### config.mk
export PLATFORM = sky130hd
export DESIGN_NAME = pa_unit
export DESIGN_NICKNAME = d
export VERILOG_FILES = /design/src/pa_pkg.sv /design/src/pa_unit.sv /design/src/pa_bus.sv /design/src/pa_regs.sv /design/src/pa_arith.sv /design/src/pa_alu_slice.sv
export VERILOG_INCLUDE_DIRS = /design/src
export SDC_FILE = /design/constraint.sdc
export NUM_CORES = 1
export LEC_CHECK = 0
export BUFFER_PORTS_ARGS = -buffer_cell sky130_fd_sc_hd__buf_2
export CAP_MARGIN = 20
export CORE_UTILIZATION = 54
export DETAILED_ROUTE_END_ITERATION = 10
export HOLD_SLACK_MARGIN = 0.02
export PLACE_DENSITY = 0.82
export SKIP_LAST_GASP = 1
export SYNTH_ARGS = -nofsm -noshare
export SYNTH_HDL_FRONTEND = slang
export SYNTH_SLANG_ARGS = --single-unit
export TNS_END_PERCENT = 5
### constraint.sdc
create_clock -name clk -period 12.2 [get_ports clk]
set_clock_uncertainty 0.05 [all_clocks]
set_input_delay 3.66 -clock clk [delete_from_list [all_inputs] [get_ports clk]]
set_output_delay 3.66 -clock clk [all_outputs]
set_load 0.005 [all_outputs]
### src/pa_macros.svh
`ifndef PA_MACROS_SVH
`define PA_MACROS_SVH

// data path word width, bit 0 is the msb
`define PA_W 16

// width of one 74181-style slice
`define PA_SLICE 4

// instruction counter value after reset
`define PA_IC_RST 16'h0000

// step-back amount of the AR register
`define PA_AR_M4 4

`endif
### src/pa_pkg.sv
`include "pa_macros.svh"

package pa_pkg;

	// W bus sources, in select code order
	typedef enum logic [2:0] {
		W_IR          = 3'd0,
		W_KL          = 3'd1,
		W_RDT         = 3'd2,
		W_AC_LOW_SWAP = 3'd3,
		W_KI          = 3'd4,
		W_AT          = 3'd5,
		W_AC          = 3'd6,
		W_A           = 3'd7
	} w_sel_t;

	// register field of the instruction, low two bits double as tb
	typedef struct packed {
		logic       hi;
		logic [0:1] tb;
	} ra_t;

	typedef struct packed {
		logic [0:5] op;
		logic       d;
		ra_t        ra;
		logic [0:5] t;
	} ir_fields_t;

	// instruction word, seen either as a plain word or by its fields
	typedef union packed {
		logic [0:`PA_W-1] raw;
		ir_fields_t       fields;
	} ir_word_u;

	typedef struct packed {
		logic [3:0] s_hi;
		logic [3:0] s_lo;
		logic       m;
		logic       cin;
		// sign correction selects
		logic       am1;
		logic       apb;
		logic       amb;
		logic       ap1;
		logic       axy;
	} alu_ctrl_t;

	typedef struct packed {
		logic w_ac;
		logic w_ar;
		logic w_ic;
		logic arp1;
		logic arm4;
		logic icp1;
		logic as2;
		logic wx;
		logic eat0;
		logic off;
	} reg_ctrl_t;

	typedef struct packed {
		w_sel_t     w_sel;
		logic       bwa;
		logic       bwb;
		logic [1:0] a_sel;
		logic       bac;
		logic       bab;
		logic       baa;
		logic       w_dt;
		logic       ic_ad;
		logic       ar_ad;
		logic       barnb;
	} bus_ctrl_t;

	typedef struct packed {
		logic carry;
		logic s0;
		logic s_1;
		logic zs;
		logic j;
		logic exx;
		logic exy;
		logic at15;
	} flag_t;

endpackage

### src/pa_unit.sv
`timescale 1ns/10ps
`include "pa_macros.svh"

module pa_unit
	import pa_pkg::*;
(
	input  logic             clk,
	input  logic             rst_n,
	input  ir_word_u         ir,
	input  logic [0:`PA_W-1] ki,
	input  logic [0:`PA_W-1] kl,
	input  logic [0:`PA_W-1] rdt,
	input  logic [0:`PA_W-1] l,
	input  alu_ctrl_t        alu_ctrl,
	input  reg_ctrl_t        reg_ctrl,
	input  bus_ctrl_t        bus_ctrl,
	output logic [0:`PA_W-1] ddt_n,
	output logic [0:`PA_W-1] dad_n,
	output logic [0:`PA_W-1] w,
	output logic [0:`PA_W-1] f,
	output flag_t            flags,
	output logic             wzi,
	output logic             zga,
	output logic             arz
);

	logic [0:`PA_W-1] a_bus;
	logic [0:`PA_W-1] at;
	logic [0:`PA_W-1] ac;
	logic [0:`PA_W-1] ar;
	logic [0:`PA_W-1] ic;

	pa_bus u_bus (
		.ir    (ir),
		.ki    (ki),
		.kl    (kl),
		.rdt   (rdt),
		.l     (l),
		.at    (at),
		.ac    (ac),
		.ar    (ar),
		.ic    (ic),
		.ctrl  (bus_ctrl),
		.w     (w),
		.a     (a_bus),
		.ddt_n (ddt_n),
		.dad_n (dad_n),
		.zga   (zga)
	);

	// arithmetic path, A against AC
	pa_arith u_arith (
		.clk      (clk),
		.rst_n    (rst_n),
		.a        (a_bus),
		.ac       (ac),
		.ir       (ir),
		.ctrl     (alu_ctrl),
		.reg_ctrl (reg_ctrl),
		.f        (f),
		.at       (at),
		.flags    (flags),
		.wzi      (wzi)
	);

	pa_regs u_regs (
		.clk   (clk),
		.rst_n (rst_n),
		.w     (w),
		.ctrl  (reg_ctrl),
		.ac    (ac),
		.ar    (ar),
		.ic    (ic),
		.arz   (arz)
	);

endmodule

### src/pa_bus.sv
`timescale 1ns/10ps
`include "pa_macros.svh"

module pa_bus
	import pa_pkg::*;
(
	input  ir_word_u         ir,
	input  logic [0:`PA_W-1] ki,
	input  logic [0:`PA_W-1] kl,
	input  logic [0:`PA_W-1] rdt,
	input  logic [0:`PA_W-1] l,
	input  logic [0:`PA_W-1] at,
	input  logic [0:`PA_W-1] ac,
	input  logic [0:`PA_W-1] ar,
	input  logic [0:`PA_W-1] ic,
	input  bus_ctrl_t        ctrl,
	output logic [0:`PA_W-1] w,
	output logic [0:`PA_W-1] a,
	output logic [0:`PA_W-1] ddt_n,
	output logic [0:`PA_W-1] dad_n,
	output logic             zga
);

	localparam int HB = `PA_W / 2;

	logic [0:`PA_W-1] a_src;
	logic [0:`PA_W-1] w_src;

	// A selector, code 0 is the short argument form
	always_comb begin
		case (ctrl.a_sel)
			2'd0: a_src = {l[HB:`PA_W-1], ir.fields.ra.tb, ir.fields.t};
			2'd1: a_src = ic;
			2'd2: a_src = ar;
			default: a_src = l;
		endcase
	end

	// blanks on bits 0:7, 8:9 and 10:15
	assign a[0:HB-1] = ctrl.bac ? '0 : a_src[0:HB-1];
	assign a[HB:HB+1] = ctrl.bab ? '0 : a_src[HB:HB+1];
	assign a[HB+2:`PA_W-1] = ctrl.baa ? '0 : a_src[HB+2:`PA_W-1];

	always_comb begin
		case (ctrl.w_sel)
			W_IR:          w_src = ir.raw;
			W_KL:          w_src = kl;
			W_RDT:         w_src = rdt;
			// ac high byte moves down, upper half stays zero
			W_AC_LOW_SWAP: w_src = {{HB{1'b0}}, ac[0:HB-1]};
			W_KI:          w_src = ki;
			W_AT:          w_src = at;
			W_AC:          w_src = ac;
			default:       w_src = a;
		endcase
	end

	// bwb blanks the high byte, bwa the low byte
	assign w[0:HB-1] = ctrl.bwb ? '0 : w_src[0:HB-1];
	assign w[HB:`PA_W-1] = ctrl.bwa ? '0 : w_src[HB:`PA_W-1];

	// open collector drivers, idle bus reads all ones
	assign ddt_n = ~(w & {`PA_W{ctrl.w_dt}});
	assign dad_n = ~(ar & {`PA_W{ctrl.ar_ad}}) & ~(ic & {`PA_W{ctrl.ic_ad}});

	// keys against address, block bit takes the place of bit 0
	assign zga = (kl == {ctrl.barnb, dad_n[1:`PA_W-1]});

endmodule

### src/pa_regs.sv
`timescale 1ns/10ps
`include "pa_macros.svh"

module pa_regs
	import pa_pkg::*;
(
	input  logic             clk,
	input  logic             rst_n,
	input  logic [0:`PA_W-1] w,
	input  reg_ctrl_t        ctrl,
	output logic [0:`PA_W-1] ac,
	output logic [0:`PA_W-1] ar,
	output logic [0:`PA_W-1] ic,
	output logic             arz
);

	// accumulator, loads from W only
	always_ff @(posedge clk or negedge rst_n) begin
		if (!rst_n) begin
			ac <= '0;
		end else if (ctrl.w_ac) begin
			ac <= w;
		end
	end

	// argument register
	always_ff @(posedge clk or negedge rst_n) begin
		if (!rst_n) begin
			ar <= '0;
		end else if (ctrl.w_ar) begin
			ar <= w;
		end else if (ctrl.arp1) begin
			ar <= ar + `PA_W'(1);
		end else if (ctrl.arm4) begin
			ar <= ar - `PA_W'(`PA_AR_M4);
		end
	end

	// instruction counter, off wins over everything
	always_ff @(posedge clk or negedge rst_n) begin
		if (!rst_n) begin
			ic <= `PA_IC_RST;
		end else if (ctrl.off) begin
			ic <= '0;
		end else if (ctrl.w_ic) begin
			ic <= w;
		end else if (ctrl.icp1) begin
			ic <= ic + `PA_W'(1);
		end
	end

	// upper byte of AR in use
	assign arz = |ar[0:`PA_W/2-1];

endmodule

### src/pa_arith.sv
`timescale 1ns/10ps
`include "pa_macros.svh"

module pa_arith
	import pa_pkg::*;
(
	input  logic             clk,
	input  logic             rst_n,
	input  logic [0:`PA_W-1] a,
	input  logic [0:`PA_W-1] ac,
	input  ir_word_u         ir,
	input  alu_ctrl_t        ctrl,
	input  reg_ctrl_t        reg_ctrl,
	output logic [0:`PA_W-1] f,
	output logic [0:`PA_W-1] at,
	output flag_t            flags,
	output logic             wzi
);

	logic [0:3] p;
	logic [0:3] g;
	logic [0:3] eq;
	logic [0:3] ci;
	logic [0:3] co;
	logic       sign_sel;
	logic       s_1;
	logic       zs;

	// slice 0 holds the most significant nibble
	genvar i;
	generate
		for (i = 0; i < 4; i++) begin : g_slice
			pa_alu_slice u_slice (
				.a    (a[i*`PA_SLICE +: `PA_SLICE]),
				.b    (ac[i*`PA_SLICE +: `PA_SLICE]),
				.s    ((i < 2) ? ctrl.s_hi : ctrl.s_lo),
				.m    (ctrl.m),
				.cin  (ci[i]),
				.f    (f[i*`PA_SLICE +: `PA_SLICE]),
				.p    (p[i]),
				.g    (g[i]),
				.eq   (eq[i]),
				.cout (co[i])
			);
		end
	endgenerate

	// 74182 lookahead, carry enters at the least significant slice
	assign ci[3] = ctrl.cin;
	assign ci[2] = g[3] | (p[3] & ctrl.cin);
	assign ci[1] = g[2] | (p[2] & g[3]) | (p[2] & p[3] & ctrl.cin);
	assign ci[0] = g[1] | (p[1] & g[2]) | (p[1] & p[2] & g[3])
		| (p[1] & p[2] & p[3] & ctrl.cin);

	// sign correction for overflow
	assign sign_sel = (~a[0] & ctrl.am1)
		| ((ac[0] ^ a[0]) & ctrl.apb)
		| (~(ac[0] ^ a[0]) & ctrl.amb)
		| (a[0] & ctrl.ap1);
	assign s_1 = sign_sel ^ co[0];

	assign zs = (f == '0) & ~s_1;

	assign flags.carry = co[0];
	assign flags.s0 = f[0];
	assign flags.s_1 = s_1;
	assign flags.zs = zs;
	assign flags.j = &eq;
	assign flags.exx = ir.fields.d ? a[`PA_W-1] : a[0];
	assign flags.exy = ctrl.axy ? at[`PA_W-1] : a[0];
	assign flags.at15 = at[`PA_W-1];

	// AT works like a 74194: load on as2, else shift towards bit 15
	always_ff @(posedge clk or negedge rst_n) begin
		if (!rst_n) begin
			at <= '0;
		end else if (reg_ctrl.as2) begin
			at <= f;
		end else if (reg_ctrl.wx) begin
			at <= {reg_ctrl.eat0, at[0:`PA_W-2]};
		end
	end

	// zero flag as seen while AT is loaded
	always_ff @(posedge clk or negedge rst_n) begin
		if (!rst_n) begin
			wzi <= 1'b0;
		end else if (reg_ctrl.as2) begin
			wzi <= zs;
		end
	end

endmodule

### src/pa_alu_slice.sv
`timescale 1ns/10ps
`include "pa_macros.svh"

module pa_alu_slice (
	input  logic [0:`PA_SLICE-1] a,
	input  logic [0:`PA_SLICE-1] b,
	input  logic [3:0]           s,
	input  logic                 m,
	input  logic                 cin,
	output logic [0:`PA_SLICE-1] f,
	output logic                 p,
	output logic                 g,
	output logic                 eq,
	output logic                 cout
);

	logic [0:`PA_SLICE-1] x;
	logic [0:`PA_SLICE-1] y;
	logic [0:`PA_SLICE-1] h;
	logic [`PA_SLICE:0]   sum;
	logic [`PA_SLICE:0]   sum_nc;

	// the two operand terms of the 74181, arithmetic result is x plus y
	assign x = a | (b & {`PA_SLICE{s[0]}}) | (~b & {`PA_SLICE{s[1]}});
	assign y = (a & ~b & {`PA_SLICE{s[2]}}) | (a & b & {`PA_SLICE{s[3]}});

	// y is always a subset of x, so x alone decides propagation
	assign h = x ^ y;

	assign sum = {1'b0, x} + {1'b0, y} + {{`PA_SLICE{1'b0}}, cin};
	assign sum_nc = {1'b0, x} + {1'b0, y};

	// logic mode gives the inverted half sum
	assign f = m ? sum[`PA_SLICE-1:0] : ~h;

	// group signals for the lookahead unit
	assign g = sum_nc[`PA_SLICE];
	assign p = &x;
	assign cout = g | (p & cin);

	// open collector A=B output in the original part
	assign eq = &f;

endmodule

# ---- Word-level counts from Yosys, hierarchy flattened
# Index checks and enable logic that the tools add are counted.
dict set report word_totals {
  in_bits 121
  output_inout_bits 75
  regBits 65
}
dict set report op_classes {
  add_sub_neg 11
  n_reduce_logical 12
  n_eq_ne 9
  bitwise 85
  mux 21
}
# op n
set op_table {}
lappend op_table {{$mux 16} 8}
lappend op_table {{$pmux 16 s7} 1}
lappend op_table {{$and 4x4->4} 24}
lappend op_table {{$and 16x16->16} 4}
lappend op_table {{$not 16->16} 3}
lappend op_table {{$or 4x4->4} 12}
lappend op_table {{$pmux 16 s3} 1}
lappend op_table {{$add 16x1->16 const B} 2}
lappend op_table {{$not 4->4} 8}
lappend op_table {{$mux 8} 3}
lappend op_table {{$add 4x4->5} 4}
lappend op_table {{$add 4x1->4} 4}
lappend op_table {{$eq 16x16->1} 1}
lappend op_table {{$logic_not 16->1} 1}
lappend op_table {{$mux 4} 4}
lappend op_table {{$reduce_and 16->1} 1}
lappend op_table {{$reduce_and 4->1} 4}
lappend op_table {{$sub 16x3->16 const B} 1}
lappend op_table {{$xor 4x4->4} 4}
lappend op_table {{$and 1x1->1} 15}
lappend op_table {{$or 1x1->1} 10}
lappend op_table {{$eq 3x3->1 const B} 3}
lappend op_table {{$reduce_or 8->1} 1}
lappend op_table {{$eq 3x2->1 const B} 2}
lappend op_table {{other kinds (12)} 17}

# ---- Longest topological paths before layout
# Gate-level depths: netlist (run 1).
dict set report logic_depth {
  depth_word 16
  depth_mapped 26
}

# ---- By module
# A second synthesis (run 1) with hierarchy kept.
dict set report hier_totals {
  cells_unflattened 872
  hier_area_um2 7681.1
}
# module area_each_um2 seq_area_each_um2 cells_per_inst n_inst
set modules_own_cells {}
lappend modules_own_cells {pa_regs 2738.9 1201.2 285 1}
lappend modules_own_cells {pa_bus 2073.2 0.0 257 1}
lappend modules_own_cells {pa_alu_slice 474.2 0.0 58 4}
lappend modules_own_cells {pa_arith 972.2 425.4 98 1}

# ---- Worst setup path after synthesis (run 1)
# OpenSTA, ideal clock, no wires.
dict set report synth_timing {
  kind {input -> output}
  from {in bus_ctrl[7] in the netlist's numbering}
  to {out flags[4] in the netlist's numbering}
  required_ps 8490
  arrival_ps 7687
  cell_stages 24
  setup_slack_ps 803
  cell_sequence {buf_6 -> buf_12 -> buf_8 -> mux2i_1 -> o22a_1 -> nor2_1 -> ha_1 -> fa_1 -> a21o_1 -> a21oi_1 -> and3b_1 -> o31ai_2 -> and2_1 -> nand2_1 -> nand2_1 -> ha_1 -> ha_1 -> nand2_1 -> o21ai_0 -> nor4_1 -> nand4_1 -> or4_1 -> nor3_1 -> buf_4}
}
dict set report synth_via {
  elab_cells_between_ends 90
  cone_classes {add/sub (8); eq/ne (2); mux (8); bitwise (66); reduce/logical (6)}
}
# element line_no
set synth_rtl {}
lappend synth_rtl {{start, declared} pa_unit.sv:16} ;# input bus_ctrl_t bus_ctrl,
lappend synth_rtl {{$eq 2x2->1 (tied with other cells)} pa_bus.sv:31} ;# case (ctrl.a_sel)
lappend synth_rtl {{$pmux 16 s3 (*)} pa_bus.sv:31}
lappend synth_rtl {{$mux 6 / $mux 2 (equally long branches)} {pa_bus.sv:42, pa_bus.sv:41}}
lappend synth_rtl {{$and 4x4->4 (2 in series)} pa_alu_slice.sv:25} ;# assign y = (a & ~b & {`PA_SLICE{s[2]}}) | (a & b & {`PA_SLICE{s[3]}});
lappend synth_rtl {{$or 4x4->4} pa_alu_slice.sv:25}
lappend synth_rtl {{$add 4x4->5} pa_alu_slice.sv:31} ;# assign sum_nc = {1'b0, x} + {1'b0, y};
lappend synth_rtl {{$and 1x1->1} pa_arith.sv:52} ;# assign ci[0] = g[1] | (p[1] & g[2]) | (p[1] & p[2] & g[3])
lappend synth_rtl {{$or 1x1->1 (2 in series)} pa_arith.sv:52}
lappend synth_rtl {{$or 1x1->1} pa_arith.sv:53} ;# | (p[1] & p[2] & p[3] & ctrl.cin);
lappend synth_rtl {{$add 4x1->4} pa_alu_slice.sv:30} ;# assign sum = {1'b0, x} + {1'b0, y} + {{`PA_SLICE{1'b0}}, cin};
lappend synth_rtl {{$mux 4 (*)} pa_alu_slice.sv:34} ;# assign f = m ? sum[`PA_SLICE-1:0] : ~h;
lappend synth_rtl {{net f, one bit} pa_unit.sv:20} ;# output logic [0:`PA_W-1] f,
lappend synth_rtl {{$logic_not 16->1 (*)} pa_arith.sv:62} ;# assign zs = (f == '0) & ~s_1;
lappend synth_rtl {{$and 1x1->1 (*)} pa_arith.sv:62}
lappend synth_rtl {{end, declared} pa_unit.sv:21} ;# output flag_t flags,
# The timed path passes the listed nets; every way through them passes the cells marked *.

==> results of run 1 <==
-- layer usage --
metal | track usage (%) | part of all wire [%]
met5 | 2.22 | 0.050
met4 | 16.9 | 3.7
met3 | 11.2 | 12
met2 | 58.4 | 45
met1 | 51.5 | 40
-- power groups by stage --
stage | Clock (mW) | Sequential, mW | Combinational, mW
after detailed placement | 0 | 0.301 | 0.370
after floorplan | 0 | 0.272 | 0.260
after CTS | 0.275 | 0.297 | 0.374
after global routing | 0.286 | 0.304 | 0.413
final | 0.275 | 0.300 | 0.383
after global placement | 0 | 0.300 | 0.365
-- state kept, by name (all words and copies together), names as in the netlist --
register	flops
u_arith.at	16
u_arith.wzi	1
u_regs.ac	16
u_regs.ar	16
u_regs.ic	16
-- what timing repair did --
action                                  4_1_cts  5_1_grt
buffers inserted                              0        0
endpoints found under the setup margin        0        1
resized for setup                             0        1
-- critical path, cell delays in order --
cell and delay, ps:
buf_2 260, or2_1 370, o221ai_1 230, ha_1 270, fa_1 470, a21o_1 190
a21oi_1 180, and3b_1 200, o31ai_2 90, and2_1 180, nand2_1 70, nand2_1 60
ha_1 220, ha_1 270, nand2_1 60, o21ai_0 160, nor4_1 310, nand4_1 130
or4_1 460, nor3_1 140, buf_2 130
-- worst max path at each step --
| stage | startpoint | to | slack [ps] | depth (start not counted) |
|---|---|---|---|---|
| finish | bus_ctrl[8] | flags[4] | 390 | 21 |
| global route | bus_ctrl[8] | flags[4] | 90 | 21 |
| CTS | bus_ctrl[7] | flags[4] | 350 | 22 |
| detailed placement | bus_ctrl[7] | flags[4] | 360 | 22 |
| global placement | bus_ctrl[7] | flags[4] | 500 | 23 |
| floorplan | bus_ctrl[7] | flags[4] | 800 | 24 |
-- placed cells by master (no fill, tap or decap), drive strengths merged, types with 14 or more instances in the layout --
| master | instances |
|---|---|
| o21ai | 66 |
| xor2 | 18 |
| dfrtp | 65 |
| nand2b | 15 |
| buf | 202 |
| a211oi | 20 |
| nand3 | 14 |
| nand4 | 15 |
| nor2 | 62 |
| ha | 30 |
| mux2i | 80 |
| a21oi | 27 |
| a22oi | 19 |
| mux2 | 25 |
| mux4 | 16 |
| nand2 | 124 |
| inv | 25 |
| xnor2 | 40 |
-- metrics by stage --
stage,area (um^2),utilization [%],hold WS (ps),power (mW)
after CTS,8320,65.4,544,0.946
after floorplan,7130,-,482,0.532
after global placement,8010,63.0,487,0.665
final,8330,65.4,544,0.957
after global routing,8330,65.4,564,1.00
after detailed placement,8010,63.0,533,0.671
-- cell families (layout without fill, tap and decap cells) --
group	count (synthesis)	after routing
flops	65	65
simple gates	282	282
fa+ha+maj	34	34
xor+xnor	58	58
buf+inv	103	244
mux	121	121
compound gates	202	202
-- layout make-up --
type	count	share of cell area, %
clock buffer	12	3.08
clock inverter	4	0.616
inverter	25	1.13
multi-input combinational	697	60.6
sequential	65	19.5
tap	172	2.58
timing repair buffer	203	12.4
==> qor.yml, run 1 <==
floorplan:
  rows: 41
  dieWidth_um: 117
  core_um2: 12700
  start_util_pct: 56.0
  dieHeight_um: 117
  die_area_um2: 13700
  io_pins: 196
sta:
  worst_pin_slew_ps: 1070
  fmax_ghz: 0.0846
  rsz0062_at_grt: "false"
  period_needed_ps: 11810
  setup_tns_ps: 0
  setup_violations: 0
  layout_setup_ws_ps: 385
  max-slew-margin-rel_pct: 28.0
  maxSlewViolCount: 0
  hold_viol_final: 0
  timing.final.crit_share_pct: 96.8
final_layout:
  n_antenna_cell: 0
  fill_cells: 1100
  multi_input_area_um2: 5050
  syn2layout_area_growth_pct: 16.8
  register_area_um2: 1630
  drive_gt1_share_pct: 25.6
  fin_cells: 1178
  nets: 1156
worst_setup_path:
  r2r_slack_ps: 7450
  reg2reg_depth: 20
  worst_setup_path_start_kind: "input pin"
  cp.required_ps: 8490
  end_kind: "primary output"
  crit_type: "input pin to primary output"
  cp.arrival_ps: 8100
  crit-reg2reg-launch: "u_regs.ar[9]"
  worst-path-max-fanout: 12
  r2r-end: "u_arith.wzi"
logic_synthesis:
  ys_seq_elements: 65
  synth_compound_area_share_pct: 18.6
  synthesis.area_um2: 7130
  synthTopCellsByArea: "dfrtp_1 23%, mux2i_1 11%, nand2_1 6.5%, ha_1 5.3%, xnor2_1 4.9%"
  yosysWarnings: 0
  synth_top_family_by_area: "multiplexers"
  synthAdderAreaFrac_pct: 6.39
  synthDominantCellAreaShare_pct: 22.8
  syn_nets: 1020
  synth_common_cells: "124 x nand2_1, 80 x mux2i_1, 65 x dfrtp_1, 65 x o21ai_0, 62 x nor2_1"
  ys_seq_area_share_pct: 22.8
  ys.flop_type: "dfrtp_1"
  synth_mux_area_share_pct: 20.5
  synth.largest_area_cell: "dfrtp_1"
  postSynthCellCount: 865
  synth_edf_count: 0
  yosys.area_share.xor_xnor_pct: 7.23
  synth.distinct_cells: 63
  synthSimpleGateAreaFrac_pct: 18.1
  synth.most_common_cell: "nand2_1"
  ys_async_sr_fraction_pct: 100
  avgSynthCellArea_um2: 8.24
min_path:
  holdPathEnd: "u_arith.wzi"
  hold_class: "register to register"
  hold_start: "u_arith.wzi"
  holdPathStages: 2
pwr:
  pwr-share-clk_pct: 28.7
  power_frac_seq_pct: 31.3
  p_sw_mw: 0.377
  power_density_nw_per_um2: 115
  combPwrFrac_pct: 40.0
  power_leakage_nw: 3.80
  p_int_mw: 0.581
  swShare_pct: 39.3
  vdd_drop_max_mv: 0.0689
route:
  viasPerCell: 6.39
  drc: 0
  wl_per_cell_um: 22.0
  routed_wl_mm: 25.9
  postRouteAntennaNets: 0
  drt_iter0_markers: 965
  dr.pass1.iters: 8
  vias: 7532
outcome:
  outcome: "completed"
clocking:
  htreeDepth: 3
  cts.clk_slew.worst_paths_ps: 60
  cts.sinks: 65
  clk_path_buf_depth: 2
  cts_hold_buf: 0
  cts_tree: "yes"
  clk_latency_ps: 360
  clockRootBuffer: "clkbuf_16"
  numCtsBuffers: 9
global_routing:
  antenna_found_initial: 1
  grt_use_total_pct: 38.7
  grt-ovfl-total: 0
  first_global_vias: 6872
  grt_pass1_wl_mm: 38.5
  grt_max_degree: 66
placed_design:
  gp_congestion: 1.00
  hpwl_mm: 20.0
  pre_cts_slack_ps: 357
  post-place-cells: 1161
  port_buffers: 195
job:
  drv_cap: 0
(Power assumes the default switching activity.)
==> inputs of run 2 (changes only) <==
- SKIP_CTS_REPAIR_TIMING: not set -> 1
- clock period: 12.2 -> 11.13 ns (I/O delays scaled with it)
==> qor.yml, run 2 (synthesized netlist as in run 1, its figures left out) <==
sta:
  setup_tns_ps: 0  # unchanged
  setup_violations: 0  # unchanged
  holdWs_ps: 505  # -38.9 ps
  hold_viol_final: 0  # unchanged
  maxSlewViolCount: 0  # unchanged
  timing.final.crit_share_pct: 97.4
  fmax_ghz: 0.0923
  period_needed_ps: 10840
  rsz0062_at_grt: "false"
  worst_pin_slew_ps: 1180  # +111 ps
  max-slew-margin-rel_pct: 20.6  # -7.5 points
worst_setup_path:
  crit_type: "input pin to primary output"
  worst-path-max-fanout: 12  # unchanged
  reg2reg_depth: 21  # +5.0%
  end_kind: "primary output"
  worst_setup_path_start_kind: "input pin"
  cp.arrival_ps: 7450  # -650 ps
  cp.required_ps: 7740  # -750 ps
floorplan:
  start_util_pct: 56.0  # unchanged
  dieHeight_um: 117  # unchanged
  io_pins: 196  # unchanged
  die_area_um2: 13700  # unchanged
  rows: 41  # unchanged
  dieWidth_um: 117  # unchanged
  core_um2: 12700  # unchanged
global_routing:
  grt_pass1_wl_mm: 39.2  # +1.9%
  first_global_vias: 6978  # +1.5%
  grt_use_total_pct: 38.9  # +0.22 points
  grt-ovfl-total: 0  # unchanged
  grt_max_degree: 66  # unchanged
  antenna_found_initial: 0  # -1
placed_design:
  port_buffers: 195  # unchanged
  post_dp_cell_area_um2: 8110  # +1.2%
  gp_congestion: 0.981  # -2.1%
  hpwl_mm: 20.2  # +1.0%
  post-place-cells: 1174  # +1.1%
final_layout:
  final_common_cell: "buf_2"
  fin_cells: 1190  # +1.0%
  syn2layout_area_growth_pct: 18.5
  final_cell_mix: "194 x buf_2, 124 x nand2_1, 79 x mux2i_1, 65 x dfrtp_1, 63 x o21ai_0"
  drive_gt1_share_pct: 27.3  # +1.7 points
  fin_area_um2: 8440  # +1.4%
  n_antenna_cell: 0  # unchanged
  nets: 1168  # +1.0%
route:
  top_layer: "met4"
  routed_wl_mm: 26.0  # +0.25%
  viasPerCell: 6.41  # +0.25%
  postRouteAntennaNets: 0  # unchanged
  dr.pass1.iters: 5  # -3
  wl_met1_mm: 10.6  # +1.4%
  vias: 7628  # +1.3%
  wl_per_cell_um: 21.8  # -0.76%
  met2RoutedLength_mm: 11.6  # +0.65%
  drc: 0  # unchanged
  met3_length_mm: 2.87  # -3.8%
  drt_iter0_markers: 983  # +1.9%
pwr:
  total_power_mw: 1.06  # +11%
  vdd_drop_max_mv: 0.0888  # +29%
  power_density_nw_per_um2: 126  # +9.4%
  power_leakage_nw: 3.86  # +1.5%
clocking:
  cts.clk_slew.worst_paths_ps: 60  # about the same
  clockRootBuffer: "clkbuf_16"
  numCtsBuffers: 9  # unchanged
  cts.sinks: 65  # unchanged
  clk_latency_ps: 350  # about the same
  cts_tree: "yes"
  htreeDepth: 3  # unchanged
  clk_path_buf_depth: 2  # unchanged
min_path:
  hold_class: "register to register"
  holdPathStages: 2  # unchanged
job:
  drv_cap: 0  # unchanged
outcome:
  outcome: "completed"
-- run 2: cell count changes in the layout (fill, tap and decap cells not counted), sizes merged --
cell / before / now
buf: 202 / 215
inv: 25 / 26
clkbuf: 13 / 9
clkinv: 2 / 4
-- run 2: layout make-up --
type,instances,area [um^2]
tap,172,215
clock buffer,9,225
clock inverter,7,80.1
sequential,65,1630
fill,1130,4280
timing repair buffer,215,1140
multi-input combinational,697,5070
inverter,25,93.8
-- run 2: per-layer routing --
layer	global-route usage, %	vias up
met1	54.5	3596
met4	17.0	0
met2	59.6	524
li1	-	3428
met5	0	-
met3	5.82	80
-- run 2: worst max-delay path, stage by stage --
cell and delay, ps:
buf_6 170, mux4_2 510, nand2b_1 140, and2_1 180, inv_1 50, ha_1 300
a21o_1 200, a21oi_2 160, and3b_1 190, o31ai_2 80, and2_1 180, nand2_1 60
nand2_1 60, ha_1 220, ha_1 200, xnor2_1 150, nand2_1 80, xor2_1 180
nor3_1 190, nand4_1 100, or4_1 450, nor3_1 140, buf_2 130
-- run 2: path summary, 6_finish.rpt --
check | start | to | slack, ps
worst min-delay path | u_arith.wzi | u_arith.wzi | 500
worst min register to register | u_arith.wzi | u_arith.wzi | 500
worst max-delay path | bus_ctrl[7] | flags[4] | 290
worst max register to register | u_regs.ar[9] | u_arith.wzi | 6630
min in group asynchronous | rst_n | u_regs.ac[15] | 3140
max in group asynchronous | rst_n | u_regs.ac[2] | 7300
-- run 2: through the flow --
step	util [%]	setup WS [ps]
final	66.4	290
after detailed placement	63.7	84.5
after CTS	66.1	76.9
after floorplan	-	375
after global routing	66.4	5.20
after global placement	63.7	189
-- run 2: where the power goes --
part / internal, mW / switching (mW)
sequential: 0.270 / 0.0588
clock: 0.176 / 0.123
combinational: 0.192 / 0.241
total: 0.638 / 0.423
